**src/qpu_pkg.sv**
```systemverilog
`default_nettype none

package qpu_pkg;

  //////////////////////////////////////////////////
  // widths and sizes
  //////////////////////////////////////////////////
  localparam int XLEN       = 32;
  localparam int INSTR_W    = 32;
  localparam int NUM_CREGS  = 16;
  localparam int NUM_MASKS  = 8;
  localparam int CREG_IDX_W = 4;
  localparam int MASK_IDX_W = 3;
  localparam int GATE_W     = 8;

  // gate code reserved for measurement events
  localparam logic [GATE_W-1:0] MEAS_GATE = 8'hff;

  //////////////////////////////////////////////////
  // instruction fields
  //////////////////////////////////////////////////
  localparam int OPC_MSB = 31;
  localparam int OPC_LSB = 28;
  localparam int RD_LSB  = 24;
  localparam int RS_LSB  = 20;
  localparam int IMM_W   = 16;

  typedef enum logic [3:0] {
    OP_NOP     = 4'd0,
    OP_ADDI    = 4'd1,
    OP_QWAIT   = 4'd2,
    OP_SMIS    = 4'd3,
    OP_SMR     = 4'd4,
    OP_QOP     = 4'd5,
    OP_MEASURE = 4'd6,
    OP_FMR     = 4'd7
  } qpu_op_e;

  typedef logic [CREG_IDX_W-1:0] creg_idx_t;
  typedef logic [MASK_IDX_W-1:0] mask_idx_t;
  typedef logic [IMM_W-1:0]      imm_t;

endpackage

`default_nettype wire

```
**src/qpu_exu_if.sv**
```systemverilog
`timescale 1ns/1ps
`default_nettype none

// decoded fields, decode to dispatch
interface dec_if;
  import qpu_pkg::*;

  qpu_op_e   op;
  creg_idx_t rd;
  creg_idx_t rs;
  imm_t      imm;

  modport dec  (output op, rd, rs, imm);
  modport disp (input op, rd, rs, imm);
endinterface

// issue register contents, dispatch to alu
interface issue_if #(parameter int NUM_QUBITS = 8);
  import qpu_pkg::*;

  logic                  valid;
  logic                  ready;
  qpu_op_e               op;
  creg_idx_t             rd;
  creg_idx_t             rs;
  imm_t                  imm;
  logic [NUM_QUBITS-1:0] mask;

  modport disp (output valid, op, rd, rs, imm, mask, input ready);
  modport alu  (input valid, op, rd, rs, imm, mask, output ready);
endinterface

// three write ports into the register file
interface wbck_if #(parameter int NUM_QUBITS = 8, parameter int TIME_W = 16);
  import qpu_pkg::*;

  logic                  cr_en;
  creg_idx_t             cr_idx;
  logic [XLEN-1:0]       cr_data;
  logic                  mk_en;
  mask_idx_t             mk_idx;
  logic [NUM_QUBITS-1:0] mk_data;
  logic                  tm_en;
  logic [TIME_W-1:0]     tm_data;

  modport alu (output cr_en, cr_idx, cr_data, mk_en, mk_idx, mk_data, tm_en, tm_data);
  modport rf  (input cr_en, cr_idx, cr_data, mk_en, mk_idx, mk_data, tm_en, tm_data);
endinterface

`default_nettype wire

```
**src/qpu_exu_decode.sv**
```systemverilog
`timescale 1ns/1ps
`default_nettype none

module qpu_exu_decode (
  input  wire logic [qpu_pkg::INSTR_W-1:0] i_instr,
  dec_if.dec                               o_dec
);
  import qpu_pkg::*;

  logic [OPC_MSB-OPC_LSB:0] opc;

  assign opc = i_instr[OPC_MSB:OPC_LSB];

  // unknown codes fall back to a nop
  always_comb
  begin
    case (opc)
      4'd1:    o_dec.op = OP_ADDI;
      4'd2:    o_dec.op = OP_QWAIT;
      4'd3:    o_dec.op = OP_SMIS;
      4'd4:    o_dec.op = OP_SMR;
      4'd5:    o_dec.op = OP_QOP;
      4'd6:    o_dec.op = OP_MEASURE;
      4'd7:    o_dec.op = OP_FMR;
      default: o_dec.op = OP_NOP;
    endcase
  end

  // rd and rs double as mask indices
  assign o_dec.rd  = i_instr[RD_LSB +: CREG_IDX_W];
  assign o_dec.rs  = i_instr[RS_LSB +: CREG_IDX_W];
  assign o_dec.imm = i_instr[IMM_W-1:0];

endmodule

`default_nettype wire

```
**src/qpu_exu_regfile.sv**
```systemverilog
`timescale 1ns/1ps
`default_nettype none

module qpu_exu_regfile #(
  parameter int NUM_QUBITS = 8,
  parameter int TIME_W     = 16
) (
  input  wire logic                     clk,
  input  wire logic                     i_rst_n,
  wbck_if.rf                            i_wb,
  input  wire qpu_pkg::creg_idx_t       i_cr_idx,
  input  wire qpu_pkg::mask_idx_t       i_mask_idx,
  output logic [qpu_pkg::XLEN-1:0]      o_cr_data,
  output logic [NUM_QUBITS-1:0]         o_mask_data,
  output logic [TIME_W-1:0]             o_time,
  input  wire logic                     i_meas_valid,
  input  wire logic [NUM_QUBITS-1:0]    i_meas_qubits,
  input  wire logic [NUM_QUBITS-1:0]    i_meas_result,
  input  wire logic [NUM_QUBITS-1:0]    i_mrf_mask,
  output logic [NUM_QUBITS-1:0]         o_mrf_data
);
  import qpu_pkg::*;

  logic [XLEN-1:0]       cregs [NUM_CREGS];
  logic [NUM_QUBITS-1:0] masks [NUM_MASKS];
  logic [TIME_W-1:0]     timer;
  logic [NUM_QUBITS-1:0] mrf;

  //////////////////////////////////////////////////
  // write side
  //////////////////////////////////////////////////
  always_ff @(posedge clk)
  begin
    if (!i_rst_n)
    begin
      for (int i = 0; i < NUM_CREGS; i++)
        cregs[i] <= '0;
      for (int j = 0; j < NUM_MASKS; j++)
        masks[j] <= '0;
      timer <= '0;
      mrf   <= '0;
    end
    else
    begin
      // r0 is never written
      if (i_wb.cr_en && (i_wb.cr_idx != '0))
        cregs[i_wb.cr_idx] <= i_wb.cr_data;
      if (i_wb.mk_en)
        masks[i_wb.mk_idx] <= i_wb.mk_data;
      if (i_wb.tm_en)
        timer <= i_wb.tm_data;
      // only the returned qubits change
      if (i_meas_valid)
        mrf <= (mrf & ~i_meas_qubits) | (i_meas_result & i_meas_qubits);
    end
  end

  //////////////////////////////////////////////////
  // read side
  //////////////////////////////////////////////////
  assign o_cr_data   = (i_cr_idx == '0) ? '0 : cregs[i_cr_idx];
  assign o_mask_data = masks[i_mask_idx];
  assign o_time      = timer;
  assign o_mrf_data  = mrf & i_mrf_mask;

endmodule

`default_nettype wire

```
**src/qpu_exu_oitf.sv**
```systemverilog
`timescale 1ns/1ps
`default_nettype none

module qpu_exu_oitf #(
  parameter int NUM_QUBITS = 8
) (
  input  wire logic                  clk,
  input  wire logic                  i_rst_n,
  input  wire logic                  i_set_ena,
  input  wire logic [NUM_QUBITS-1:0] i_set_qubits,
  input  wire logic                  i_ret_ena,
  input  wire logic [NUM_QUBITS-1:0] i_ret_qubits,
  output logic [NUM_QUBITS-1:0]      o_pending
);

  logic [NUM_QUBITS-1:0] set_bits;
  logic [NUM_QUBITS-1:0] clr_bits;

  assign set_bits = i_set_ena ? i_set_qubits : '0;
  assign clr_bits = i_ret_ena ? i_ret_qubits : '0;

  // a new measurement wins over a return on the same edge
  always_ff @(posedge clk)
  begin
    if (!i_rst_n)
      o_pending <= '0;
    else
      o_pending <= (o_pending & ~clr_bits) | set_bits;
  end

endmodule

`default_nettype wire

```
**src/qpu_exu_disp.sv**
```systemverilog
`timescale 1ns/1ps
`default_nettype none

module qpu_exu_disp #(
  parameter int NUM_QUBITS = 8
) (
  input  wire logic                  clk,
  input  wire logic                  i_rst_n,
  input  wire logic                  i_instr_valid,
  output logic                       o_instr_ready,
  dec_if.disp                        i_dec,
  output qpu_pkg::mask_idx_t         o_mask_idx,
  input  wire logic [NUM_QUBITS-1:0] i_mask_data,
  input  wire logic [NUM_QUBITS-1:0] i_pending,
  output logic                       o_meas_set,
  output logic [NUM_QUBITS-1:0]      o_meas_qubits,
  issue_if.disp                      o_iss
);
  import qpu_pkg::*;

  logic rst_done;
  logic new_reads_mask;
  logic iss_writes_mask;
  logic mask_hazard;
  logic pend_hit;
  logic slot_free;
  logic accept;

  // holds ready low for one cycle after reset
  always_ff @(posedge clk)
  begin
    if (!i_rst_n)
      rst_done <= 1'b0;
    else
      rst_done <= 1'b1;
  end

  //////////////////////////////////////////////////
  // stall rules
  //////////////////////////////////////////////////
  assign o_mask_idx = i_dec.rs[MASK_IDX_W-1:0];

  assign new_reads_mask = (i_dec.op == OP_QOP) || (i_dec.op == OP_MEASURE) ||
                          (i_dec.op == OP_FMR);
  assign iss_writes_mask = o_iss.valid && ((o_iss.op == OP_SMIS) || (o_iss.op == OP_SMR));

  // mask read here would be stale
  assign mask_hazard = new_reads_mask && iss_writes_mask &&
                       (o_iss.rd[MASK_IDX_W-1:0] == o_mask_idx);
  // wait for the measurement return
  assign pend_hit    = new_reads_mask && (|(i_mask_data & i_pending));
  assign slot_free   = !o_iss.valid || o_iss.ready;

  assign o_instr_ready = rst_done && slot_free && !pend_hit && !mask_hazard;
  assign accept        = i_instr_valid && o_instr_ready;

  // qubits that become pending
  assign o_meas_set    = accept && (i_dec.op == OP_MEASURE);
  assign o_meas_qubits = i_mask_data;

  //////////////////////////////////////////////////
  // issue register
  //////////////////////////////////////////////////
  always_ff @(posedge clk)
  begin
    if (!i_rst_n)
      o_iss.valid <= 1'b0;
    else if (accept)
      o_iss.valid <= 1'b1;
    else if (o_iss.ready)
      o_iss.valid <= 1'b0;
  end

  always_ff @(posedge clk)
  begin
    if (accept)
    begin
      o_iss.op   <= i_dec.op;
      o_iss.rd   <= i_dec.rd;
      o_iss.rs   <= i_dec.rs;
      o_iss.imm  <= i_dec.imm;
      o_iss.mask <= i_mask_data;
    end
  end

endmodule

`default_nettype wire

```
**src/qpu_exu_alu.sv**
```systemverilog
`timescale 1ns/1ps
`default_nettype none

module qpu_exu_alu #(
  parameter int NUM_QUBITS = 8,
  parameter int TIME_W     = 16
) (
  input  wire logic                      clk,
  input  wire logic                      i_rst_n,
  issue_if.alu                           i_iss,
  wbck_if.alu                            o_wb,
  output qpu_pkg::creg_idx_t             o_cr_idx,
  input  wire logic [qpu_pkg::XLEN-1:0]  i_cr_data,
  input  wire logic [TIME_W-1:0]         i_time,
  output logic [NUM_QUBITS-1:0]          o_mrf_mask,
  input  wire logic [NUM_QUBITS-1:0]     i_mrf_data,
  output logic                           o_evt_valid,
  output logic [TIME_W-1:0]              o_evt_time,
  output logic [qpu_pkg::GATE_W-1:0]     o_evt_gate,
  output logic [NUM_QUBITS-1:0]          o_evt_qubits,
  input  wire logic                      i_evt_ready
);
  import qpu_pkg::*;

  logic            is_evt;
  logic            is_meas;
  logic            fire;
  logic [XLEN-1:0] imm_sext;

  assign is_meas = (i_iss.op == OP_MEASURE);
  assign is_evt  = (i_iss.op == OP_QOP) || is_meas;

  // an event needs room in the output register
  assign i_iss.ready = !(is_evt && o_evt_valid && !i_evt_ready);
  assign fire        = i_iss.valid && i_iss.ready;

  //////////////////////////////////////////////////
  // operand reads
  //////////////////////////////////////////////////
  assign o_cr_idx   = i_iss.rs;
  assign o_mrf_mask = i_iss.mask;
  assign imm_sext   = {{(XLEN-IMM_W){i_iss.imm[IMM_W-1]}}, i_iss.imm};

  //////////////////////////////////////////////////
  // write-back
  //////////////////////////////////////////////////
  assign o_wb.cr_en   = fire && ((i_iss.op == OP_ADDI) || (i_iss.op == OP_FMR));
  assign o_wb.cr_idx  = i_iss.rd;
  assign o_wb.cr_data = (i_iss.op == OP_ADDI) ? (i_cr_data + imm_sext) : XLEN'(i_mrf_data);

  // smis takes the immediate, smr a classical register
  assign o_wb.mk_en   = fire && ((i_iss.op == OP_SMIS) || (i_iss.op == OP_SMR));
  assign o_wb.mk_idx  = i_iss.rd[MASK_IDX_W-1:0];
  assign o_wb.mk_data = (i_iss.op == OP_SMIS) ? NUM_QUBITS'(i_iss.imm) :
                                                 i_cr_data[NUM_QUBITS-1:0];

  assign o_wb.tm_en   = fire && (i_iss.op == OP_QWAIT);
  assign o_wb.tm_data = i_time + TIME_W'(i_iss.imm);

  //////////////////////////////////////////////////
  // event output register
  //////////////////////////////////////////////////
  always_ff @(posedge clk)
  begin
    if (!i_rst_n)
      o_evt_valid <= 1'b0;
    else if (fire && is_evt)
      o_evt_valid <= 1'b1;
    else if (i_evt_ready)
      o_evt_valid <= 1'b0;
  end

  // stamped with the timer before any qwait in flight
  always_ff @(posedge clk)
  begin
    if (fire && is_evt)
    begin
      o_evt_time   <= i_time;
      o_evt_gate   <= is_meas ? MEAS_GATE : i_iss.imm[GATE_W-1:0];
      o_evt_qubits <= i_iss.mask;
    end
  end

endmodule

`default_nettype wire

```
**src/qpu_exu_top.sv**
```systemverilog
`timescale 1ns/1ps
`default_nettype none

module qpu_exu_top #(
  parameter int NUM_QUBITS = 8,
  parameter int TIME_W     = 16
) (
  input  wire logic                         clk,
  input  wire logic                         i_rst_n,
  input  wire logic                         i_instr_valid,
  output logic                              o_instr_ready,
  input  wire logic [qpu_pkg::INSTR_W-1:0]  i_instr,
  output logic                              o_evt_valid,
  input  wire logic                         i_evt_ready,
  output logic [TIME_W-1:0]                 o_evt_time,
  output logic [qpu_pkg::GATE_W-1:0]        o_evt_gate,
  output logic [NUM_QUBITS-1:0]             o_evt_qubits,
  input  wire logic                         i_meas_valid,
  input  wire logic [NUM_QUBITS-1:0]        i_meas_qubits,
  input  wire logic [NUM_QUBITS-1:0]        i_meas_result
);
  import qpu_pkg::*;

  dec_if                                                  u_dec_if ();
  issue_if #(.NUM_QUBITS(NUM_QUBITS))                     u_iss_if ();
  wbck_if  #(.NUM_QUBITS(NUM_QUBITS), .TIME_W(TIME_W))    u_wb_if ();

  creg_idx_t             cr_idx;
  logic [XLEN-1:0]       cr_data;
  logic [TIME_W-1:0]     cur_time;
  mask_idx_t             mask_idx;
  logic [NUM_QUBITS-1:0] mask_data;
  logic [NUM_QUBITS-1:0] pending;
  logic                  meas_set;
  logic [NUM_QUBITS-1:0] meas_qubits;
  logic [NUM_QUBITS-1:0] mrf_mask;
  logic [NUM_QUBITS-1:0] mrf_data;

  qpu_exu_decode u_decode (
    .i_instr (i_instr),
    .o_dec   (u_dec_if.dec)
  );

  qpu_exu_disp #(.NUM_QUBITS(NUM_QUBITS)) u_disp (
    .clk           (clk),
    .i_rst_n       (i_rst_n),
    .i_instr_valid (i_instr_valid),
    .o_instr_ready (o_instr_ready),
    .i_dec         (u_dec_if.disp),
    .o_mask_idx    (mask_idx),
    .i_mask_data   (mask_data),
    .i_pending     (pending),
    .o_meas_set    (meas_set),
    .o_meas_qubits (meas_qubits),
    .o_iss         (u_iss_if.disp)
  );

  // measurement returns go to both the scoreboard and the result register
  qpu_exu_oitf #(.NUM_QUBITS(NUM_QUBITS)) u_oitf (
    .clk          (clk),
    .i_rst_n      (i_rst_n),
    .i_set_ena    (meas_set),
    .i_set_qubits (meas_qubits),
    .i_ret_ena    (i_meas_valid),
    .i_ret_qubits (i_meas_qubits),
    .o_pending    (pending)
  );

  qpu_exu_regfile #(.NUM_QUBITS(NUM_QUBITS), .TIME_W(TIME_W)) u_regfile (
    .clk           (clk),
    .i_rst_n       (i_rst_n),
    .i_wb          (u_wb_if.rf),
    .i_cr_idx      (cr_idx),
    .i_mask_idx    (mask_idx),
    .o_cr_data     (cr_data),
    .o_mask_data   (mask_data),
    .o_time        (cur_time),
    .i_meas_valid  (i_meas_valid),
    .i_meas_qubits (i_meas_qubits),
    .i_meas_result (i_meas_result),
    .i_mrf_mask    (mrf_mask),
    .o_mrf_data    (mrf_data)
  );

  qpu_exu_alu #(.NUM_QUBITS(NUM_QUBITS), .TIME_W(TIME_W)) u_alu (
    .clk          (clk),
    .i_rst_n      (i_rst_n),
    .i_iss        (u_iss_if.alu),
    .o_wb         (u_wb_if.alu),
    .o_cr_idx     (cr_idx),
    .i_cr_data    (cr_data),
    .i_time       (cur_time),
    .o_mrf_mask   (mrf_mask),
    .i_mrf_data   (mrf_data),
    .o_evt_valid  (o_evt_valid),
    .o_evt_time   (o_evt_time),
    .o_evt_gate   (o_evt_gate),
    .o_evt_qubits (o_evt_qubits),
    .i_evt_ready  (i_evt_ready)
  );

endmodule

`default_nettype wire

```
**config.mk**
```make
export PLATFORM = sky130hd
export DESIGN_NAME = qpu_exu_top
export DESIGN_NICKNAME = d
export VERILOG_FILES = /design/src/qpu_pkg.sv /design/src/qpu_exu_if.sv /design/src/qpu_exu_decode.sv /design/src/qpu_exu_regfile.sv /design/src/qpu_exu_oitf.sv /design/src/qpu_exu_disp.sv /design/src/qpu_exu_alu.sv /design/src/qpu_exu_top.sv
export SDC_FILE = /design/constraint.sdc
export NUM_CORES = 1
export LEC_CHECK = 0
export ABC_CLOCK_PERIOD_IN_PS = 4200
export BUFFER_PORTS_ARGS = -buffer_cell sky130_fd_sc_hd__buf_2
export CORE_UTILIZATION = 55
export CTS_CLUSTER_DIAMETER = 50
export DETAILED_ROUTE_END_ITERATION = 10
export PLACE_DENSITY_LB_ADDON = 0.15
export SKIP_LAST_GASP = 1
export SLEW_MARGIN = 20
export SYNTH_ARGS = -nofsm -noshare
export SYNTH_HDL_FRONTEND = slang
export SYNTH_SLANG_ARGS = --single-unit
```
**constraint.sdc**
```tcl
create_clock -name clk -period 4.2 [get_ports clk]
set_input_delay 0.21 -clock clk [delete_from_list [all_inputs] [get_ports clk]]
set_output_delay 0.21 -clock clk [all_outputs]
set_load 0.1 [all_outputs]
```
==> results of run 1 <==
## worst max-delay path: cells and delay by family (launching register included)
family | cells | cell delay [ps]
compound gates | 6 | 970
xor+xnor | 1 | 180
fa+ha+maj | 1 | 270
buf+inv | 2 | 510
flops | 1 | 330
mux | 2 | 1050
simple gates | 2 | 250
## layout make-up
type,count,area (sq um)
Clock buffer,48,975
Fill cell,1782,8200
Tap cell,319,399
Multi-Input combinational cell,599,4250
Inverter,22,82.6
Sequential cell,298,8560
Timing Repair Buffer,131,878
Clock inverter,10,62.6
## power groups by stage
stage                     Combinational [mW]  Sequential (mW)  Clock (mW)
final                                  0.572             3.36        2.75
after global routing                   0.617             3.36        2.88
after CTS                              0.576             3.36        2.77
after detailed placement               0.552             3.42           0
after global placement                 0.548             3.41           0
after floorplan                        0.364             3.42           0
## how the worst max path moves through the flow
stage,start,to,slack [ps],cells past startpoint
global placement,flop,u_regfile.cregs[5][5],360,14
global route,flop,u_regfile.cregs[9][7],80,14
detailed placement,flop,u_regfile.cregs[14][7],350,14
CTS,flop,u_regfile.cregs[14][7],330,14
floorplan,flop,u_regfile.cregs[1][5],60,16
finish,flop,u_regfile.cregs[9][7],320,14
## routing by layer
| metal | GRT usage (%) | routed length, um | vias to the layer above |
|---|---|---|---|
| li1 | - | - | 3773 |
| met1 | 33.7 | 12200 | 3999 |
| met2 | 40.1 | 14000 | 284 |
| met3 | 3.25 | 1740 | 71 |
| met4 | 9.80 | 1040 | 2 |
| met5 | 0 | 18 | - |
## layout by cell type (no fill, tap or decap), drive strengths merged, types with 6 or more instances in the layout
cell type and instances:
a21o 6, a21oi 33, a31oi 10, buf 101
clkbuf 48, clkinv 7, conb 8, dfxtp 39
dlygate4sd3 30, edfxtp 259, ha 22, inv 24
mux2 12, mux2i 7, mux4 56, nand2 93
nand2b 10, nand3 23, nor2 202, nor2b 16
nor3 7, o21a 6, o21ai 19, xnor2 15
## cells by family after synthesis
family,Yosys count,share of synthesized area [%]
and+or+nand+nor,380,12.5
DFF,298,65.6
AOI/OAI and AO/OA,92,4.37
muxes,75,11.6
buffers and inverters,64,2.11
adders and majority gates,24,2.42
xor gates and xnor gates,20,1.34
other,1,0.0287
## sequential cells by signal, indices dropped and copies added (netlist names), named ones only
signal,flops
u_alu.o_evt_gate,8
u_alu.o_evt_qubits,8
u_alu.o_evt_time,16
u_alu.o_evt_valid,1
u_disp.o_iss.imm,16
u_disp.o_iss.mask,8
u_disp.o_iss.op,3
u_disp.o_iss.rd,4
u_disp.o_iss.rs,4
u_disp.o_iss.valid,1
u_disp.rst_done,1
u_oitf.o_pending,8
u_regfile.cregs,128
u_regfile.masks,64
u_regfile.o_time,16
## repair_timing
action	in CTS	in global routing
hold endpoints to repair	27	0
hold buffers	30	0
setup buffers	0	0
## per-stage QoR
stage / cells / setup slack, ps / hold WS, ps / power, mW / utilization (%)
floorplan: 961 / 61.3 / 238 / 3.78 / -
detailed placement: 1339 / 350 / 388 / 3.97 / 59.2
global placement: 1339 / 356 / 387 / 3.96 / 59.2
CTS: 1427 / 327 / 0.0480 / 6.70 / 65.0
global route: 1427 / 83.4 / 20.6 / 6.86 / 65.0
finish: 1427 / 320 / 6.51 / 6.67 / 65.0
==> results by group, run 1 <==
Outcome
  • Outcome: finished clean

STA
  • Tcrit/Tclk final: 92.4%
  • # setup viols final: 0
  • Final Critical Period: 3880 ps
  • Final setup skew: 18.8 ps
  • Final Hold Fails: 0
  • Slew headroom: 40.7%
  • Max Clk Rate: 0.258 GHz
  • Measured slew at the worst slew-check pin: 865 ps
  • Unrepaired setup endpoints after global routing: false
  • Max Transition Viols Final: 0
  • Total negative slack: 0 ps

Yosys
  • Async S/R FF share, synth: 0%
  • Area leader, netlist: edfxtp_1
  • Mapped Area: 0.0131 sq mm
  • Commonest cells in the netlist: 259 x edfxtp_1, 201 x nor2_1, 92 x nand2_1
  • Ranking of synthesized cells by area: edfxtp_1 60%, mux4_2 8.3%, dfxtp_1 6.0%
  • Mapped Cells: 954
  • Yosys cell types: 58
  • Avg Inst Size Synth: 13.7 sq um
  • Post-synth EDFFs: 259
  • Synth top area share: 59.6%
  • Register area share after synthesis: 65.6%
  • Yosys warnings: 0
  • Most common cell in the netlist: edfxtp_1
  • Main synth FF type: edfxtp_1
  • #FFs+latches synth: 298

Critical path
  • CP Capture Type: flop
  • Reg2Reg Setup Slack: 320 ps
  • WP data required: 4440 ps
  • Max incr delay on CP: 580 ps
  • Reg-to-reg critical path endpoint: u_regfile.cregs[9][7]
  • Worst r2r path cells: 14
  • Crit Path Max Fanout: 32
  • Crit start category: flop
  • WP data arrival: 4120 ps
  • CP Cell Sequence: buf_12 -> mux4_2 -> mux4_2 -> nor2b_1 -> ha_1 -> a21o_1 -> a21oi_1 -> o21bai_1 -> a21oi_1 -> o21ai_0 -> xnor2_1 -> o21ai_2 -> buf_4 -> nor2_1
  • Critical path class: flop to flop
  • CP max stage cell: mux4_2

Power
  • P_leak: 5.53 nW
  • Pint: 5.16 mW
  • Flop pwr share: 50.3%
  • Comb pwr share: 8.6%
  • Clock share of power: 41.2%
  • Pwr Density: 439 mW/mm^2
  • Maximum VDD drop: 0.000492 V
  • Switching share of total power: 22.7%
  • P_sw: 1.52 mW

Drt
  • Routed wire length: 28.9 mm
  • DR vias: 8129
  • First drt pass iteration count: 5
  • Antenna-violating nets left: 0
  • Vias per std cell: 5.70
  • Initial DRC count: 599
  • Wire per inst: 20.3 um
  • DRC viols: 0

Placed design
  • DP HPWL: 19.6 mm
  • Gpl congestion: 0.854
  • Post-place instance area: 0.0139 sq mm
  • I/O Buffers: 82

Die
  • Initial core utilization: 55.8%
  • CORE AREA: 0.0234 sq mm
  • Die area: 0.0244 sq mm
  • Cell Rows: 56
  • Die W: 156 um
  • IO Pins: 87
  • DIE HEIGHT: 156 um

Clock network
  • Deepest clock path buffer count: 3
  • Clk root buf: clkbuf_16
  • CTS resizes: 0
  • Worst-Skew Late Latency: 500 ps
  • H-tree levels: 2
  • CTS Buf Count: 34
  • CTS tree: done
  • Clk slew on worst S/H paths: 50 ps
  • TritonCTS Sinks: 298

Final layout
  • Share of cells above drive strength 1: 20.3%
  • Final instance area: 0.0152 sq mm
  • N_diodes: 0
  • P&R area growth vs syn: 16.5%
  • Final net count: 1163

Global route
  • Initial antenna violation count: 1
  • Tot GR Track Use: 24.6%
  • Largest net degree at the start of global routing: 39
  • First-pass GRT wire length: 44.0 mm
  • Vias in the first global route: 7904
  • Aggregate global routing overflow: 0

Flow run
  • Max_cap viols: 0

Worst hold path
  • Hold Path Origin: i_meas_result[3]
  • WHS Path Cells: 3
  • Worst Hold Class: input pin to flop
(Power assumes the default switching activity.)
==> inputs of run 2 (changes only) <==
--- a/config.mk
+++ b/config.mk
@@ -6,4 +6,5 @@
 export NUM_CORES = 1
 export LEC_CHECK = 0
+export ABC_AREA = 1
 export ABC_CLOCK_PERIOD_IN_PS = 4200
 export BUFFER_PORTS_ARGS = -buffer_cell sky130_fd_sc_hd__buf_2
==> constraint.sdc (replaced) <==
create_clock -name clk -period 4.2 [get_ports clk]
set_input_delay 0.63 -clock clk [delete_from_list [all_inputs] [get_ports clk]]
set_output_delay 0.63 -clock clk [all_outputs]
set_load 0.1 [all_outputs]
==> run 2 against run 1 <==
Critical path depth grew 5. Combinational power grew 20%. Register-to-register slack gained 90 ps. Via count grew 24%. Power grew 5.4%. Sequential share of layout area shrank 1.9 points. Count of clock-buffer cells in the layout shrank 3. Fmax grew 2.5%. Largest power group unchanged. Critical endpoint is now u_regfile.cregs[4][6]. Clock power grew 8.7%. Hold slack gained 280 ps. Flip-flop and latch count is the same.
==> results by group, run 2 <==
Outcome
  • Outcome: finished clean

STA
  • Final Hold Fails: 0 (unchanged)
  • Measured slew at the worst slew-check pin: 768 ps (-97.4 ps)
  • Slew headroom: 48.4% (+7.8 points)
  • # setup viols final: 0 (unchanged)
  • Max Transition Viols Final: 0 (unchanged)
  • Final Critical Period: 3790 ps (-93.9 ps)
  • Unrepaired setup endpoints after global routing: false
  • Post-route setup slack: 414 ps (+93.9 ps)
  • Total negative slack: 0 ps (unchanged)
  • Max Clk Rate: 0.264 GHz (+2.5%)
  • Final setup skew: 19.9 ps (+1.07 ps)
  • Tcrit/Tclk final: 90.1% (-2.2 points)

Clock network
  • TritonCTS Sinks: 298 (unchanged)
  • Hold-fix buffers, CTS: 0 (-100%)
  • Worst-Skew Late Latency: 520 ps (+20 ps)
  • Deepest clock path buffer count: 3 (unchanged)
  • CTS resizes: 0 (unchanged)
  • H-tree levels: 2 (unchanged)
  • Clk root buf: clkbuf_16
  • Setup Fix Bufs, Post-CTS: 0 (unchanged)
  • Clk slew on worst S/H paths: 60 ps (about the same)
  • CTS Buf Count: 35 (+2.9%)
  • CTS tree: done

Critical path
  • WP data arrival: 4020 ps (-100 ps)
  • CP Capture Type: flop
  • Critical path class: flop to flop
  • Crit start category: flop
  • WP data required: 4440 ps (about the same)
  • Reg2Reg Setup Slack: 410 ps (+90 ps)
  • Crit Path Max Fanout: 32 (unchanged)

Yosys
  • Post-synth EDFFs: 259 (unchanged)
  • Ranking of synthesized cells by area: edfxtp_1 56%, nor2_1 9.1%, nand2_1 6.5%
  • Commonest cells in the netlist: 334 x nor2_1, 259 x edfxtp_1, 240 x nand2_1
  • Avg Inst Size Synth: 9.94 sq um (-27%)
  • Area leader, netlist: edfxtp_1
  • Mapped Cells: 1388 (+45%)
  • Mapped Area: 0.0138 sq mm (+5.8%)
  • Yosys cell types: 49 (-16%)
  • Main synth FF type: edfxtp_1
  • Yosys warnings: 0 (unchanged)
  • Async S/R FF share, synth: 0% (unchanged)
  • Synth top area share: 56.3% (-3.2 points)
  • #FFs+latches synth: 298 (unchanged)
  • Most common cell in the netlist: nor2_1
  • Register area share after synthesis: 62.0% (-3.6 points)

Final layout
  • Most common cell after layout, fill and taps aside: nor2_1
  • N_diodes: 0 (unchanged)
  • Largest Register: u_regfile.cregs
  • Biggest regs: u_regfile.cregs: 128 flops, u_regfile.masks: 64 flops
  • Final core utilization: 64.4% (-0.61 points)
  • P&R area growth vs syn: 14.1%
  • Commonest non-fill, non-tap cells in the layout: 334 x nor2_1, 259 x edfxtp_1, 240 x nand2_1
  • Non-Filler Instances: 1836 (+29%)
  • Max reg flops: 128 (unchanged)
  • Final net count: 1564 (+34%)
  • Share of cells above drive strength 1: 13.9% (-6.4 points)

Die
  • CORE AREA: 0.0245 sq mm (+4.5%)
  • Cell Rows: 57 (+1.8%)
  • DIE HEIGHT: 160 um (+2.8%)
  • Initial core utilization: 56.4% (+0.66 points)
  • Die area: 0.0257 sq mm (+5.7%)
  • Die W: 160 um (+2.8%)
  • IO Pins: 87 (unchanged)

Power
  • Maximum VDD drop: 0.000350 V (-29%)
  • Pwr Density: 447 mW/mm^2 (+1.8%)
  • Pint: 5.33 mW (+3.4%)
  • P_leak: 6.41 nW (+16%)
  • Overall power: 7.03 mW (+5.4%)
  • P_sw: 1.70 mW (+12%)
  • Clock share of power: 42.5% (+1.3 points)
  • Switching share of total power: 24.2% (+1.5 points)
  • Flop pwr share: 47.7% (-2.6 points)
  • Comb pwr share: 9.7% (+1.1 points)

Placed design
  • DP HPWL: 23.2 mm (+18%)
  • Pre-CTS setup slack: 474 ps (+124 ps)
  • Post-Place Cells: 1774 (+32%)
  • I/O Buffers: 82 (unchanged)
  • Gpl congestion: 0.900 (+5.4%)

Drt
  • Vias per std cell: 5.49 (-3.6%)
  • Routed wire length: 33.5 mm (+16%)
  • Initial DRC count: 932 (+56%)
  • DRC viols: 0 (unchanged)
  • First drt pass iteration count: 5 (unchanged)
  • Wire per inst: 18.2 um (-10%)
  • Antenna-violating nets left: 0 (unchanged)
  • DR vias: 10100 (+24%)

Global route
  • Initial antenna violation count: 0 (-1)
  • Largest net degree at the start of global routing: 39 (unchanged)
  • First-pass GRT wire length: 51.8 mm (+18%)
  • Vias in the first global route: 9605 (+22%)
  • Aggregate global routing overflow: 0 (unchanged)
  • Tot GR Track Use: 26.2% (+1.6 points)

Worst hold path
  • Worst Hold Class: input pin to flop
  • Hold Path Origin: i_instr[26]

Flow run
  • Max_cap viols: 0 (unchanged)
## run 2: worst paths after layout
check	cells past startpoint	to
setup / recovery	19	u_regfile.cregs[4][6]
hold / removal	1	u_disp.o_iss.rd[2]
hold reg to reg	0	u_alu.o_evt_qubits[4]
setup reg to reg	19	u_regfile.cregs[4][6]
## run 2: cell type report
type / instances / area (sq um)
repair buffers: 108 / 681
flip-flops and latches: 298 / 8560
clock buffers: 45 / 966
inverters: 123 / 467
multi-input cells: 921 / 4490
well taps: 324 / 405
clock inverters: 17 / 178
fillers: 1991 / 8720
## run 2: power by group through the flow
stage / registers [mW] / logic, mW / clock network (mW)
after global placement: 3.41 / 0.664 / 0
after CTS: 3.36 / 0.682 / 3.02
final: 3.36 / 0.684 / 2.99
after detailed placement: 3.42 / 0.678 / 0
after global routing: 3.37 / 0.742 / 3.12
after floorplan: 3.41 / 0.433 / 0
## run 2: cells by family after synthesis
group | synth area share (%)
AO/OA/AOI/OAI | 8.96
XOR/XNOR | 0.761
adder cells (fa/ha/maj) | 2.28
buffers and inverters | 5.68
flip-flops | 62.0
other | 0.0272
AND/OR/NAND/NOR | 20.3
## run 2: critical path, cell delays in order (launching register included)
cell	delay, ps
dfxtp_2	370
buf_4	170
inv_4	250
nor2_1	70
o221ai_1	220
o211ai_1	190
a21oi_2	260
ha_1	210
inv_1	60
fa_1	370
inv_1	110
a21oi_1	70
o21ai_0	260
a21oi_1	120
nor2_1	100
nor2_1	60
xnor2_1	120
o21ai_1	240
buf_12	200
nor2_1	50
## run 2: layer usage
| layer | up-vias | routed length [um] | GRT usage (%) |
|---|---|---|---|
| li1 | 4883 | - | - |
| met1 | 4798 | 14400 | 36.0 |
| met2 | 342 | 16300 | 43.2 |
| met3 | 61 | 1960 | 3.38 |
| met4 | 0 | 867 | 9.26 |
| met5 | - | 0 | 0 |
## run 2: per-stage QoR
stage | instance area [sq um] | hold slack, ps
finish | 15700 | 287
global route | 15700 | 277
CTS | 15700 | 275
detailed placement | 14600 | 439
global placement | 14600 | 437
floorplan | 13800 | 427
